[config.mk]
export PLATFORM = sky130hd
export DESIGN_NAME = rv_pipeline_top
export DESIGN_NICKNAME = d
export VERILOG_FILES = /design/src/design/rv_pkg.sv /design/src/design/rv_decoder.sv /design/src/design/rv_execute.sv /design/src/design/rv_hazard_unit.sv /design/src/design/rv_lsu.sv /design/src/design/rv_pipeline_top.sv /design/src/design/rv_regfile.sv /design/src/design/rv_stage_reg.sv
export SDC_FILE = /design/constraint.sdc
export NUM_CORES = 2
export LEC_CHECK = 0
export BUFFER_PORTS_ARGS = -buffer_cell sky130_fd_sc_hd__buf_2
export CORE_AREA = 2 2 396 398
export DETAILED_ROUTE_END_ITERATION = 6
export DIE_AREA = 0 0 398 400
export PLACE_DENSITY = 0.71
export RECOVER_POWER = 50
export SYNTH_ARGS = -nofsm -noshare
export SYNTH_HDL_FRONTEND = slang
export SYNTH_SLANG_ARGS = --single-unit
[constraint.sdc]
create_clock -name clk -period 7.15 [get_ports clk]
set_input_delay 0 -clock clk [delete_from_list [all_inputs] [get_ports clk]]
set_output_delay 0 -clock clk [all_outputs]
set_load 0.01 [all_outputs]
[src/design/rv_pkg.sv]
`default_nettype none

package rv_pkg;

  localparam int xlen = 32;

  typedef logic [xlen-1:0] word_t;
  typedef logic [4:0] reg_addr_t;

  // addi x0, x0, 0
  localparam word_t nop_instr = 32'h0000_0013;

  localparam logic [6:0] op_lui    = 7'b0110111;
  localparam logic [6:0] op_auipc  = 7'b0010111;
  localparam logic [6:0] op_jal    = 7'b1101111;
  localparam logic [6:0] op_jalr   = 7'b1100111;
  localparam logic [6:0] op_branch = 7'b1100011;
  localparam logic [6:0] op_load   = 7'b0000011;
  localparam logic [6:0] op_store  = 7'b0100011;
  localparam logic [6:0] op_imm    = 7'b0010011;
  localparam logic [6:0] op_reg    = 7'b0110011;

  typedef enum logic [3:0] {
    alu_add,
    alu_sub,
    alu_sll,
    alu_slt,
    alu_sltu,
    alu_xor,
    alu_srl,
    alu_sra,
    alu_or,
    alu_and,
    alu_pass_b
  } alu_op_t;

  typedef enum logic {src_a_rs1, src_a_pc} alu_src_a_t;
  typedef enum logic {src_b_rs2, src_b_imm} alu_src_b_t;
  typedef enum logic [2:0] {imm_i, imm_s, imm_b, imm_u, imm_j} imm_kind_t;
  typedef enum logic [1:0] {res_alu, res_mem, res_pc_plus_4} result_src_t;
  typedef enum logic [1:0] {br_none, br_cond, br_jal, br_jalr} branch_kind_t;
  typedef enum logic [1:0] {fwd_none, fwd_mem, fwd_wb} fwd_sel_t;

  // Encoding follows funct3[1:0] of loads and stores
  typedef enum logic [1:0] {size_byte, size_half, size_word} mem_size_t;

  typedef struct packed {
    logic         reg_write;
    logic         mem_read;
    logic         mem_write;
    mem_size_t    mem_size;
    logic         mem_unsigned;
    result_src_t  result_src;
    alu_op_t      alu_op;
    alu_src_a_t   alu_src_a;
    alu_src_b_t   alu_src_b;
    branch_kind_t branch_kind;
    logic [2:0]   funct3;
  } ctrl_t;

  typedef struct packed {
    word_t instr;
    word_t pc;
  } if_id_t;

  typedef struct packed {
    ctrl_t     ctrl;
    word_t     pc;
    word_t     rd1;
    word_t     rd2;
    word_t     imm;
    reg_addr_t rs1;
    reg_addr_t rs2;
    reg_addr_t rd;
  } id_ex_t;

  typedef struct packed {
    ctrl_t     ctrl;
    word_t     alu_result;
    word_t     store_data;
    word_t     pc_plus_4;
    reg_addr_t rd;
  } ex_mem_t;

  typedef struct packed {
    logic      reg_write;
    reg_addr_t rd;
    word_t     result;
  } mem_wb_t;

endpackage

`default_nettype wire

[src/design/rv_decoder.sv]
`timescale 1ns/1ps
`default_nettype none

module rv_decoder (
  input  wire rv_pkg::word_t instr,
  output rv_pkg::ctrl_t      ctrl,
  output rv_pkg::word_t      imm
);

  logic [6:0]        opcode;
  logic [2:0]        funct3;
  logic [6:0]        funct7;
  rv_pkg::imm_kind_t imm_kind;

  assign opcode = instr[6:0];
  assign funct3 = instr[14:12];
  assign funct7 = instr[31:25];

  function automatic rv_pkg::alu_op_t alu_sel(input logic [2:0] f3, input logic alt);
    rv_pkg::alu_op_t op;
    case (f3)
      3'b000:  op = alt ? rv_pkg::alu_sub : rv_pkg::alu_add;
      3'b001:  op = rv_pkg::alu_sll;
      3'b010:  op = rv_pkg::alu_slt;
      3'b011:  op = rv_pkg::alu_sltu;
      3'b100:  op = rv_pkg::alu_xor;
      3'b101:  op = alt ? rv_pkg::alu_sra : rv_pkg::alu_srl;
      3'b110:  op = rv_pkg::alu_or;
      default: op = rv_pkg::alu_and;
    endcase
    return op;
  endfunction

  always_comb begin
    ctrl = '0;
    ctrl.funct3 = funct3;
    imm_kind = rv_pkg::imm_i;
    case (opcode)
      rv_pkg::op_lui: begin
        ctrl.reg_write = 1'b1;
        ctrl.alu_op    = rv_pkg::alu_pass_b;
        ctrl.alu_src_b = rv_pkg::src_b_imm;
        imm_kind       = rv_pkg::imm_u;
      end
      rv_pkg::op_auipc: begin
        ctrl.reg_write = 1'b1;
        ctrl.alu_src_a = rv_pkg::src_a_pc;
        ctrl.alu_src_b = rv_pkg::src_b_imm;
        imm_kind       = rv_pkg::imm_u;
      end
      rv_pkg::op_jal: begin
        ctrl.reg_write   = 1'b1;
        ctrl.result_src  = rv_pkg::res_pc_plus_4;
        ctrl.branch_kind = rv_pkg::br_jal;
        imm_kind         = rv_pkg::imm_j;
      end
      rv_pkg::op_jalr: begin
        ctrl.reg_write   = 1'b1;
        ctrl.result_src  = rv_pkg::res_pc_plus_4;
        ctrl.branch_kind = rv_pkg::br_jalr;
      end
      rv_pkg::op_branch: begin
        ctrl.branch_kind = rv_pkg::br_cond;
        ctrl.alu_op      = rv_pkg::alu_sub;
        imm_kind         = rv_pkg::imm_b;
      end
      rv_pkg::op_load: begin
        ctrl.reg_write    = 1'b1;
        ctrl.mem_read     = 1'b1;
        ctrl.mem_size     = rv_pkg::mem_size_t'(funct3[1:0]);
        ctrl.mem_unsigned = funct3[2];
        ctrl.result_src   = rv_pkg::res_mem;
        ctrl.alu_src_b    = rv_pkg::src_b_imm;
      end
      rv_pkg::op_store: begin
        ctrl.mem_write = 1'b1;
        ctrl.mem_size  = rv_pkg::mem_size_t'(funct3[1:0]);
        ctrl.alu_src_b = rv_pkg::src_b_imm;
        imm_kind       = rv_pkg::imm_s;
      end
      rv_pkg::op_imm: begin
        ctrl.reg_write = 1'b1;
        ctrl.alu_src_b = rv_pkg::src_b_imm;
        // Only SRAI uses funct7 here, ADDI has no subtract form
        ctrl.alu_op    = alu_sel(funct3, funct3 == 3'b101 && funct7[5]);
      end
      rv_pkg::op_reg: begin
        ctrl.reg_write = 1'b1;
        ctrl.alu_op    = alu_sel(funct3, funct7[5]);
      end
      default: begin
        ctrl.funct3 = 3'b000;
      end
    endcase
  end

  always_comb begin
    case (imm_kind)
      rv_pkg::imm_s: imm = {{20{instr[31]}}, instr[31:25], instr[11:7]};
      rv_pkg::imm_b: imm = {{19{instr[31]}}, instr[31], instr[7], instr[30:25],
                            instr[11:8], 1'b0};
      rv_pkg::imm_u: imm = {instr[31:12], 12'b0};
      rv_pkg::imm_j: imm = {{11{instr[31]}}, instr[31], instr[19:12], instr[20],
                            instr[30:21], 1'b0};
      default:       imm = {{20{instr[31]}}, instr[31:20]};
    endcase
  end

endmodule

`default_nettype wire

[src/design/rv_execute.sv]
`timescale 1ns/1ps
`default_nettype none

module rv_execute (
  input  wire rv_pkg::id_ex_t   ex,
  input  wire rv_pkg::fwd_sel_t fwd_a,
  input  wire rv_pkg::fwd_sel_t fwd_b,
  input  wire rv_pkg::word_t    result_m,
  input  wire rv_pkg::word_t    result_w,
  output rv_pkg::word_t         alu_result,
  output rv_pkg::word_t         store_data,
  output logic                  take_branch,
  output rv_pkg::word_t         branch_target
);

  rv_pkg::word_t rs1_val;
  rv_pkg::word_t rs2_val;
  rv_pkg::word_t op_a;
  rv_pkg::word_t op_b;
  logic          cond_true;

  always_comb begin
    case (fwd_a)
      rv_pkg::fwd_mem: rs1_val = result_m;
      rv_pkg::fwd_wb:  rs1_val = result_w;
      default:         rs1_val = ex.rd1;
    endcase
    case (fwd_b)
      rv_pkg::fwd_mem: rs2_val = result_m;
      rv_pkg::fwd_wb:  rs2_val = result_w;
      default:         rs2_val = ex.rd2;
    endcase
  end

  assign op_a = (ex.ctrl.alu_src_a == rv_pkg::src_a_pc) ? ex.pc : rs1_val;
  assign op_b = (ex.ctrl.alu_src_b == rv_pkg::src_b_imm) ? ex.imm : rs2_val;
  assign store_data = rs2_val;

  always_comb begin
    case (ex.ctrl.alu_op)
      rv_pkg::alu_sub:    alu_result = op_a - op_b;
      rv_pkg::alu_sll:    alu_result = op_a << op_b[4:0];
      rv_pkg::alu_slt:    alu_result = {31'b0, $signed(op_a) < $signed(op_b)};
      rv_pkg::alu_sltu:   alu_result = {31'b0, op_a < op_b};
      rv_pkg::alu_xor:    alu_result = op_a ^ op_b;
      rv_pkg::alu_srl:    alu_result = op_a >> op_b[4:0];
      rv_pkg::alu_sra:    alu_result = $signed(op_a) >>> op_b[4:0];
      rv_pkg::alu_or:     alu_result = op_a | op_b;
      rv_pkg::alu_and:    alu_result = op_a & op_b;
      rv_pkg::alu_pass_b: alu_result = op_b;
      default:            alu_result = op_a + op_b;
    endcase
  end

  // Branch compare works on the forwarded register values
  always_comb begin
    case (ex.ctrl.funct3)
      3'b000:  cond_true = rs1_val == rs2_val;
      3'b001:  cond_true = rs1_val != rs2_val;
      3'b100:  cond_true = $signed(rs1_val) < $signed(rs2_val);
      3'b101:  cond_true = $signed(rs1_val) >= $signed(rs2_val);
      3'b110:  cond_true = rs1_val < rs2_val;
      3'b111:  cond_true = rs1_val >= rs2_val;
      default: cond_true = 1'b0;
    endcase
  end

  always_comb begin
    case (ex.ctrl.branch_kind)
      rv_pkg::br_cond: take_branch = cond_true;
      rv_pkg::br_jal:  take_branch = 1'b1;
      rv_pkg::br_jalr: take_branch = 1'b1;
      default:         take_branch = 1'b0;
    endcase
  end

  assign branch_target = (ex.ctrl.branch_kind == rv_pkg::br_jalr)
                         ? ((rs1_val + ex.imm) & ~32'd1)
                         : (ex.pc + ex.imm);

endmodule

`default_nettype wire

[src/design/rv_hazard_unit.sv]
`timescale 1ns/1ps
`default_nettype none

module rv_hazard_unit (
  input  wire rv_pkg::reg_addr_t rs1_e,
  input  wire rv_pkg::reg_addr_t rs2_e,
  input  wire rv_pkg::reg_addr_t rd_e,
  input  wire rv_pkg::reg_addr_t rs1_d,
  input  wire rv_pkg::reg_addr_t rs2_d,
  input  wire rv_pkg::reg_addr_t rd_m,
  input  wire rv_pkg::reg_addr_t rd_w,
  input  wire                    mem_read_e,
  input  wire                    reg_write_m,
  input  wire                    reg_write_w,
  input  wire                    take_branch,
  output rv_pkg::fwd_sel_t       fwd_a,
  output rv_pkg::fwd_sel_t       fwd_b,
  output logic                   stall_fd,
  output logic                   flush_d,
  output logic                   flush_e
);

  logic load_use;

  function automatic rv_pkg::fwd_sel_t pick_fwd(input rv_pkg::reg_addr_t rs);
    rv_pkg::fwd_sel_t sel;
    sel = rv_pkg::fwd_none;
    if (rs != 5'd0 && reg_write_m && rs == rd_m) begin
      sel = rv_pkg::fwd_mem;
    end else if (rs != 5'd0 && reg_write_w && rs == rd_w) begin
      sel = rv_pkg::fwd_wb;
    end
    return sel;
  endfunction

  assign fwd_a = pick_fwd(rs1_e);
  assign fwd_b = pick_fwd(rs2_e);

  // Load result is only ready once the load reaches memory
  assign load_use = mem_read_e && rd_e != 5'd0 && (rd_e == rs1_d || rd_e == rs2_d);

  assign stall_fd = load_use;
  assign flush_d  = take_branch;
  assign flush_e  = take_branch || load_use;

endmodule

`default_nettype wire

[src/design/rv_lsu.sv]
`timescale 1ns/1ps
`default_nettype none

module rv_lsu (
  input  wire rv_pkg::ex_mem_t mem,
  output rv_pkg::word_t        data_wdata,
  output logic [3:0]           data_wenable,
  input  wire rv_pkg::word_t   data_rdata,
  output rv_pkg::word_t        load_data
);

  logic [1:0]    offset;
  logic [3:0]    lanes;
  rv_pkg::word_t shifted;

  assign offset = mem.alu_result[1:0];

  // Replicate so the right lane holds the data whatever the offset
  always_comb begin
    case (mem.ctrl.mem_size)
      rv_pkg::size_byte: begin
        data_wdata = {4{mem.store_data[7:0]}};
        lanes      = 4'b0001 << offset;
      end
      rv_pkg::size_half: begin
        data_wdata = {2{mem.store_data[15:0]}};
        lanes      = 4'b0011 << {offset[1], 1'b0};
      end
      default: begin
        data_wdata = mem.store_data;
        lanes      = 4'b1111;
      end
    endcase
  end

  assign data_wenable = mem.ctrl.mem_write ? lanes : 4'b0000;

  assign shifted = data_rdata >> {offset, 3'b000};

  always_comb begin
    case (mem.ctrl.mem_size)
      rv_pkg::size_byte:
        load_data = {{24{!mem.ctrl.mem_unsigned && shifted[7]}}, shifted[7:0]};
      rv_pkg::size_half:
        load_data = {{16{!mem.ctrl.mem_unsigned && shifted[15]}}, shifted[15:0]};
      default:
        load_data = data_rdata;
    endcase
  end

endmodule

`default_nettype wire

[src/design/rv_pipeline_top.sv]
`timescale 1ns/1ps
`default_nettype none

module rv_pipeline_top (
  input  wire                clk,
  input  wire                rst_n,
  output rv_pkg::word_t      instr_addr,
  input  wire rv_pkg::word_t instr_data,
  output rv_pkg::word_t      data_addr,
  output rv_pkg::word_t      data_wdata,
  output logic [3:0]         data_wenable,
  input  wire rv_pkg::word_t data_rdata
);

  localparam rv_pkg::if_id_t if_id_bubble = '{instr: rv_pkg::nop_instr, pc: '0};

  rv_pkg::word_t    pc;
  rv_pkg::if_id_t   if_id_d, if_id_q;
  rv_pkg::id_ex_t   id_ex_d, id_ex_q;
  rv_pkg::ex_mem_t  ex_mem_d, ex_mem_q;
  rv_pkg::mem_wb_t  mem_wb_d, mem_wb_q;

  rv_pkg::ctrl_t    ctrl_d;
  rv_pkg::word_t    imm_d;
  rv_pkg::word_t    rd1_d;
  rv_pkg::word_t    rd2_d;

  rv_pkg::fwd_sel_t fwd_a;
  rv_pkg::fwd_sel_t fwd_b;
  logic             stall_fd;
  logic             flush_d;
  logic             flush_e;

  rv_pkg::word_t    alu_result_e;
  rv_pkg::word_t    store_data_e;
  logic             take_branch;
  rv_pkg::word_t    branch_target;

  rv_pkg::word_t    load_data_m;
  rv_pkg::word_t    result_m;

  // Fetch
  always_ff @(posedge clk) begin
    if (!rst_n) begin
      pc <= '0;
    end else if (take_branch) begin
      pc <= branch_target;
    end else if (!stall_fd) begin
      pc <= pc + 32'd4;
    end
  end

  assign instr_addr = pc;
  assign if_id_d    = '{instr: instr_data, pc: pc};

  rv_stage_reg #(
    .payload_t(rv_pkg::if_id_t),
    .bubble   (if_id_bubble)
  ) u_if_id (
    .clk  (clk),
    .rst_n(rst_n),
    .stall(stall_fd),
    .flush(flush_d),
    .d    (if_id_d),
    .q    (if_id_q)
  );

  // Decode
  rv_decoder u_decoder (
    .instr(if_id_q.instr),
    .ctrl (ctrl_d),
    .imm  (imm_d)
  );

  rv_regfile u_regfile (
    .clk  (clk),
    .rst_n(rst_n),
    .ra1  (if_id_q.instr[19:15]),
    .ra2  (if_id_q.instr[24:20]),
    .rd1  (rd1_d),
    .rd2  (rd2_d),
    .we   (mem_wb_q.reg_write),
    .wa   (mem_wb_q.rd),
    .wd   (mem_wb_q.result)
  );

  always_comb begin
    id_ex_d.ctrl = ctrl_d;
    id_ex_d.pc   = if_id_q.pc;
    id_ex_d.rd1  = rd1_d;
    id_ex_d.rd2  = rd2_d;
    id_ex_d.imm  = imm_d;
    id_ex_d.rs1  = if_id_q.instr[19:15];
    id_ex_d.rs2  = if_id_q.instr[24:20];
    id_ex_d.rd   = if_id_q.instr[11:7];
  end

  rv_stage_reg #(
    .payload_t(rv_pkg::id_ex_t),
    .bubble   ('0)
  ) u_id_ex (
    .clk  (clk),
    .rst_n(rst_n),
    .stall(1'b0),
    .flush(flush_e),
    .d    (id_ex_d),
    .q    (id_ex_q)
  );

  rv_hazard_unit u_hazard (
    .rs1_e      (id_ex_q.rs1),
    .rs2_e      (id_ex_q.rs2),
    .rd_e       (id_ex_q.rd),
    .rs1_d      (id_ex_d.rs1),
    .rs2_d      (id_ex_d.rs2),
    .rd_m       (ex_mem_q.rd),
    .rd_w       (mem_wb_q.rd),
    .mem_read_e (id_ex_q.ctrl.mem_read),
    .reg_write_m(ex_mem_q.ctrl.reg_write),
    .reg_write_w(mem_wb_q.reg_write),
    .take_branch(take_branch),
    .fwd_a      (fwd_a),
    .fwd_b      (fwd_b),
    .stall_fd   (stall_fd),
    .flush_d    (flush_d),
    .flush_e    (flush_e)
  );

  // Execute
  rv_execute u_execute (
    .ex           (id_ex_q),
    .fwd_a        (fwd_a),
    .fwd_b        (fwd_b),
    .result_m     (result_m),
    .result_w     (mem_wb_q.result),
    .alu_result   (alu_result_e),
    .store_data   (store_data_e),
    .take_branch  (take_branch),
    .branch_target(branch_target)
  );

  always_comb begin
    ex_mem_d.ctrl       = id_ex_q.ctrl;
    ex_mem_d.alu_result = alu_result_e;
    ex_mem_d.store_data = store_data_e;
    ex_mem_d.pc_plus_4  = id_ex_q.pc + 32'd4;
    ex_mem_d.rd         = id_ex_q.rd;
  end

  rv_stage_reg #(
    .payload_t(rv_pkg::ex_mem_t),
    .bubble   ('0)
  ) u_ex_mem (
    .clk  (clk),
    .rst_n(rst_n),
    .stall(1'b0),
    .flush(1'b0),
    .d    (ex_mem_d),
    .q    (ex_mem_q)
  );

  // Memory
  assign data_addr = ex_mem_q.alu_result;

  rv_lsu u_lsu (
    .mem         (ex_mem_q),
    .data_wdata  (data_wdata),
    .data_wenable(data_wenable),
    .data_rdata  (data_rdata),
    .load_data   (load_data_m)
  );

  // Also the memory-stage forward value, loads included
  always_comb begin
    case (ex_mem_q.ctrl.result_src)
      rv_pkg::res_mem:       result_m = load_data_m;
      rv_pkg::res_pc_plus_4: result_m = ex_mem_q.pc_plus_4;
      default:               result_m = ex_mem_q.alu_result;
    endcase
  end

  assign mem_wb_d = '{reg_write: ex_mem_q.ctrl.reg_write, rd: ex_mem_q.rd, result: result_m};

  // Writeback happens through the register file ports
  rv_stage_reg #(
    .payload_t(rv_pkg::mem_wb_t),
    .bubble   ('0)
  ) u_mem_wb (
    .clk  (clk),
    .rst_n(rst_n),
    .stall(1'b0),
    .flush(1'b0),
    .d    (mem_wb_d),
    .q    (mem_wb_q)
  );

endmodule

`default_nettype wire

[src/design/rv_regfile.sv]
`timescale 1ns/1ps
`default_nettype none

module rv_regfile (
  input  wire                    clk,
  input  wire                    rst_n,
  input  wire rv_pkg::reg_addr_t ra1,
  input  wire rv_pkg::reg_addr_t ra2,
  output rv_pkg::word_t          rd1,
  output rv_pkg::word_t          rd2,
  input  wire                    we,
  input  wire rv_pkg::reg_addr_t wa,
  input  wire rv_pkg::word_t     wd
);

  rv_pkg::word_t regs [32];
  logic          write_live;

  // x0 is never written, so it stays at its reset value
  assign write_live = we && (wa != 5'd0);

  always_ff @(posedge clk) begin
    if (!rst_n) begin
      for (int i = 0; i < 32; i++) begin
        regs[i] <= '0;
      end
    end else if (write_live) begin
      regs[wa] <= wd;
    end
  end

  // Same-cycle writeback bypass
  assign rd1 = (write_live && wa == ra1) ? wd : regs[ra1];
  assign rd2 = (write_live && wa == ra2) ? wd : regs[ra2];

endmodule

`default_nettype wire

[src/design/rv_stage_reg.sv]
`timescale 1ns/1ps
`default_nettype none

module rv_stage_reg #(
  parameter type payload_t = logic,
  parameter payload_t bubble = '0
) (
  input  wire      clk,
  input  wire      rst_n,
  input  wire      stall,
  input  wire      flush,
  input  wire      payload_t d,
  output payload_t q
);

  // Flush wins over stall
  always_ff @(posedge clk) begin
    if (!rst_n || flush) begin
      q <= bubble;
    end else if (!stall) begin
      q <= d;
    end
  end

endmodule

`default_nettype wire

==> impl_results.md <==
* Die X at ~400 um
* Die area at ~160,000 um2
* Setup_tns at 0 ps
* DR vias/cell at 6.93
* Max FO, Critical Path at 19
* Sink Count at around 1,400
* Share of cells above drive strength 1 at 0.189
* Outcome: finished, violations left
* RSZ-0062 raised after global routing: no
* Clock Skew at around 32 ps
* WP data required at 7840 ps
* Min cycle time layout at between 6000 and 7000 ps
* Antenna-violating nets left at 0
* # fillers at 12,187
* Initial DRT Pass Iterations at 6
* CP Capture Type: flop
* Max_slew headroom at -1.73
* Total number of vias at 64,959
* Core area at ~160,000 um2
* CTS buffer count at between 150 and 200
* Crit Path Category: reg -> reg
* Post-synth ARST share at 0
* Clock Latency Late Sink at a little over 800 ps
* HPWL after DPL at 223,000 um
* Reg clk slew, reported paths at 60 ps
* Failing checks: max-capacitance violations, max-slew violations
* Num ports at 166
* Maxcap violations at 43
* Min-Delay Path Class: in -> reg
* Fin crit share at 0.979
* Average wire per standard cell at 35.8 um
* Share of the synthesized area in the top cell type at 0.363
* Worst Tran Pin Value at 4090 ps
* Achievable frequency at 0.143 GHz
* Power per cell area at 239 nW/um2
* Final #Nets at 7,438
* P_leak at ~34 nW
* Synth Instances at 7,120
* Final hold vios at 0
* Ys Warns at 0
* Final cell count without fillers at 9,367
* Cells after DPL at 8,987
* Cell variety after synth at 102
* Routability congestion estimate at 1.08
* Layout area overhead at 11.0%
* First-pass GRT wire length at 468,000 um
* Most instantiated library cell after synthesis: and2_1
* Antenna violations before repair at 16
* Post-synthesis cell area at 84,800 um2
* Synth cell count leaders: 1,091 x and2_1, 1,024 x edfxtp_1, 643 x mux4_2
* Total GRT Usage at 0.418
* Syn_area_per_cell at 11.9 um2
* Initial core utilization at 0.547
* Root Driver: clkbuf_16
* DRC viols at 0
* Rows at 145
* Main synth FF type: edfxtp_1
* CTS tree: built
* GR Overflow Total at 0
* Maximum vdd drop at ~0.28 mV
* Endpoints failing setup at 0
* Max-slew violations at 1,162
* Post-synthesis sequential area ratio at 0.458
* Pin count of the biggest net entering global routing at 124
* Final WL at 336,000 um
* Clk buf depth at 3
* Synthesized flop and latch total at 1,427
* CP arrival at 7690 ps
* Post-synth EDFFs at 1,024
* Synth area leaders: edfxtp_1 36%, mux4_2 17%, dfxtp_1 9.5%
* Setup crit start kind: flop
* DIE HEIGHT at 400 um
* Yosys top cell by area: edfxtp_1
* Starting DRT DRC Count at 9,573
* Vias in the first global route at ~63,000
* H-tree levels at 4
* Port bufs at 165
==> what timing repair did <==
item,4_1_cts,5_1_grt
hold buffers,86,0
resized for setup,1,7
cloned,0,0
endpoints found under the hold margin,108,0
buffers inserted,0,0
setup endpoints to repair,1,60
==> worst paths after layout <==
kind	startpoint	depth (start not counted)	slack (ps)	endpoint
min reg2reg	u_id_ex.q[161]$_SDFF_PP0_	1	450	u_ex_mem.q[119]$_SDFF_PN0_
min	data_rdata[27]	5	70	u_mem_wb.q[27]$_SDFF_PN0_
max	u_ex_mem.q[70]$_SDFF_PN0_	22	150	u_ex_mem.q[91]$_SDFF_PN0_
max reg2reg	u_ex_mem.q[70]$_SDFF_PN0_	22	150	u_ex_mem.q[91]$_SDFF_PN0_
==> layout by cell type, fill, tap and decap left out, types with 86 or more instances in the layout <==
cell,Yosys,routed
a211oi_1,87,86
a21oi_1,252,250
and2_0,2,390
and2_1,1091,703
buf_4,46,218
clkbuf_1,508,155
clkbuf_16,0,160
dfxtp_1,403,391
dlygate4sd3_1,0,86
edfxtp_1,1024,1024
ha_1,193,192
inv_1,129,128
mux2i_1,326,326
mux4_2,643,643
nand2_1,309,309
nand3_1,95,95
nor2_1,493,466
nor3_1,119,117
o21ai_0,235,209
xnor2_1,93,93
xor2_1,87,87
==> state kept, by name, summed over array words and instances (netlist names) <==
register        cells
u_ex_mem.q        108
u_id_ex.q         161
u_if_id.q          64
u_mem_wb.q         38
u_regfile.regs   1024
instr_addr         32
==> cell type report <==
cell class              instances  area (um2)  area share
repair buffers                524        3680      0.0391
diodes                          7        17.5    0.000186
inverters                     139         527     0.00560
multi-input cells            4926       43300       0.460
flip-flops and latches       1427       38900       0.413
clock buffers                 207        4310      0.0458
clock inverters                79         891     0.00946
well taps                    2058        2570      0.0274
==> stage by stage <==
| step | cell area [um2] | hold slack, ps | util | total power [mW] | worst slack, ps |
|---|---|---|---|---|---|
| after floorplan | 84900 | 142 | - | 12.3 | 1260 |
| after global placement | 88400 | 231 | 0.570 | 14.1 | -60.8 |
| after detailed placement | 88400 | 241 | 0.570 | 14.1 | 3.01 |
| after CTS | 94500 | 3.10 | 0.609 | 22.3 | 107 |
| after global routing | 94100 | 81.3 | 0.607 | 23.0 | 60.3 |
| final | 94100 | 65.4 | 0.607 | 22.5 | 152 |
==> cell families after synthesis <==
family / share of synthesized area
AO/OA/AOI/OAI: 0.0912
XOR/XNOR: 0.0186
adder cells (fa/ha/maj): 0.0294
buffers and inverters: 0.0378
flip-flops: 0.458
multiplexers: 0.217
other: 0.0000442
AND/OR/NAND/NOR: 0.148
==> routing by layer <==
metal | wire length, um | vias up | global-route usage
met5 | 127 | - | 0
met4 | 29700 | 16 | 0.303
met3 | 39000 | 1090 | 0.0991
met2 | 148000 | 4784 | 0.626
met1 | 119000 | 32258 | 0.533
li1 | - | 26811 | -
==> report_power, final <==
part	switching (mW)	internal [mW]	total (mW)
registers	0.367	9.20	9.56
clock network	3.56	4.71	8.28
logic	3.02	1.63	4.65
total	6.95	15.5	22.5
==> worst max-delay path: stages (launching register included) <==
cell and delay, ps:
dfxtp_2 580, buf_4 330, nor2b_1 170, buf_4 180, a2bb2oi_1 100, a21oi_2 560, nor2_1 270, nor3_1 530
a21oi_1 200, inv_1 180, ha_1 200, inv_1 110, fa_1 490, o21bai_1 260, a211oi_1 160, or4_1 450
a221oi_1 440, o41ai_1 220, buf_4 190, a221o_1 340, a21oi_1 440, o31ai_1 150, o31a_1 310
No activity file was read; power rests on OpenSTA's default activity.
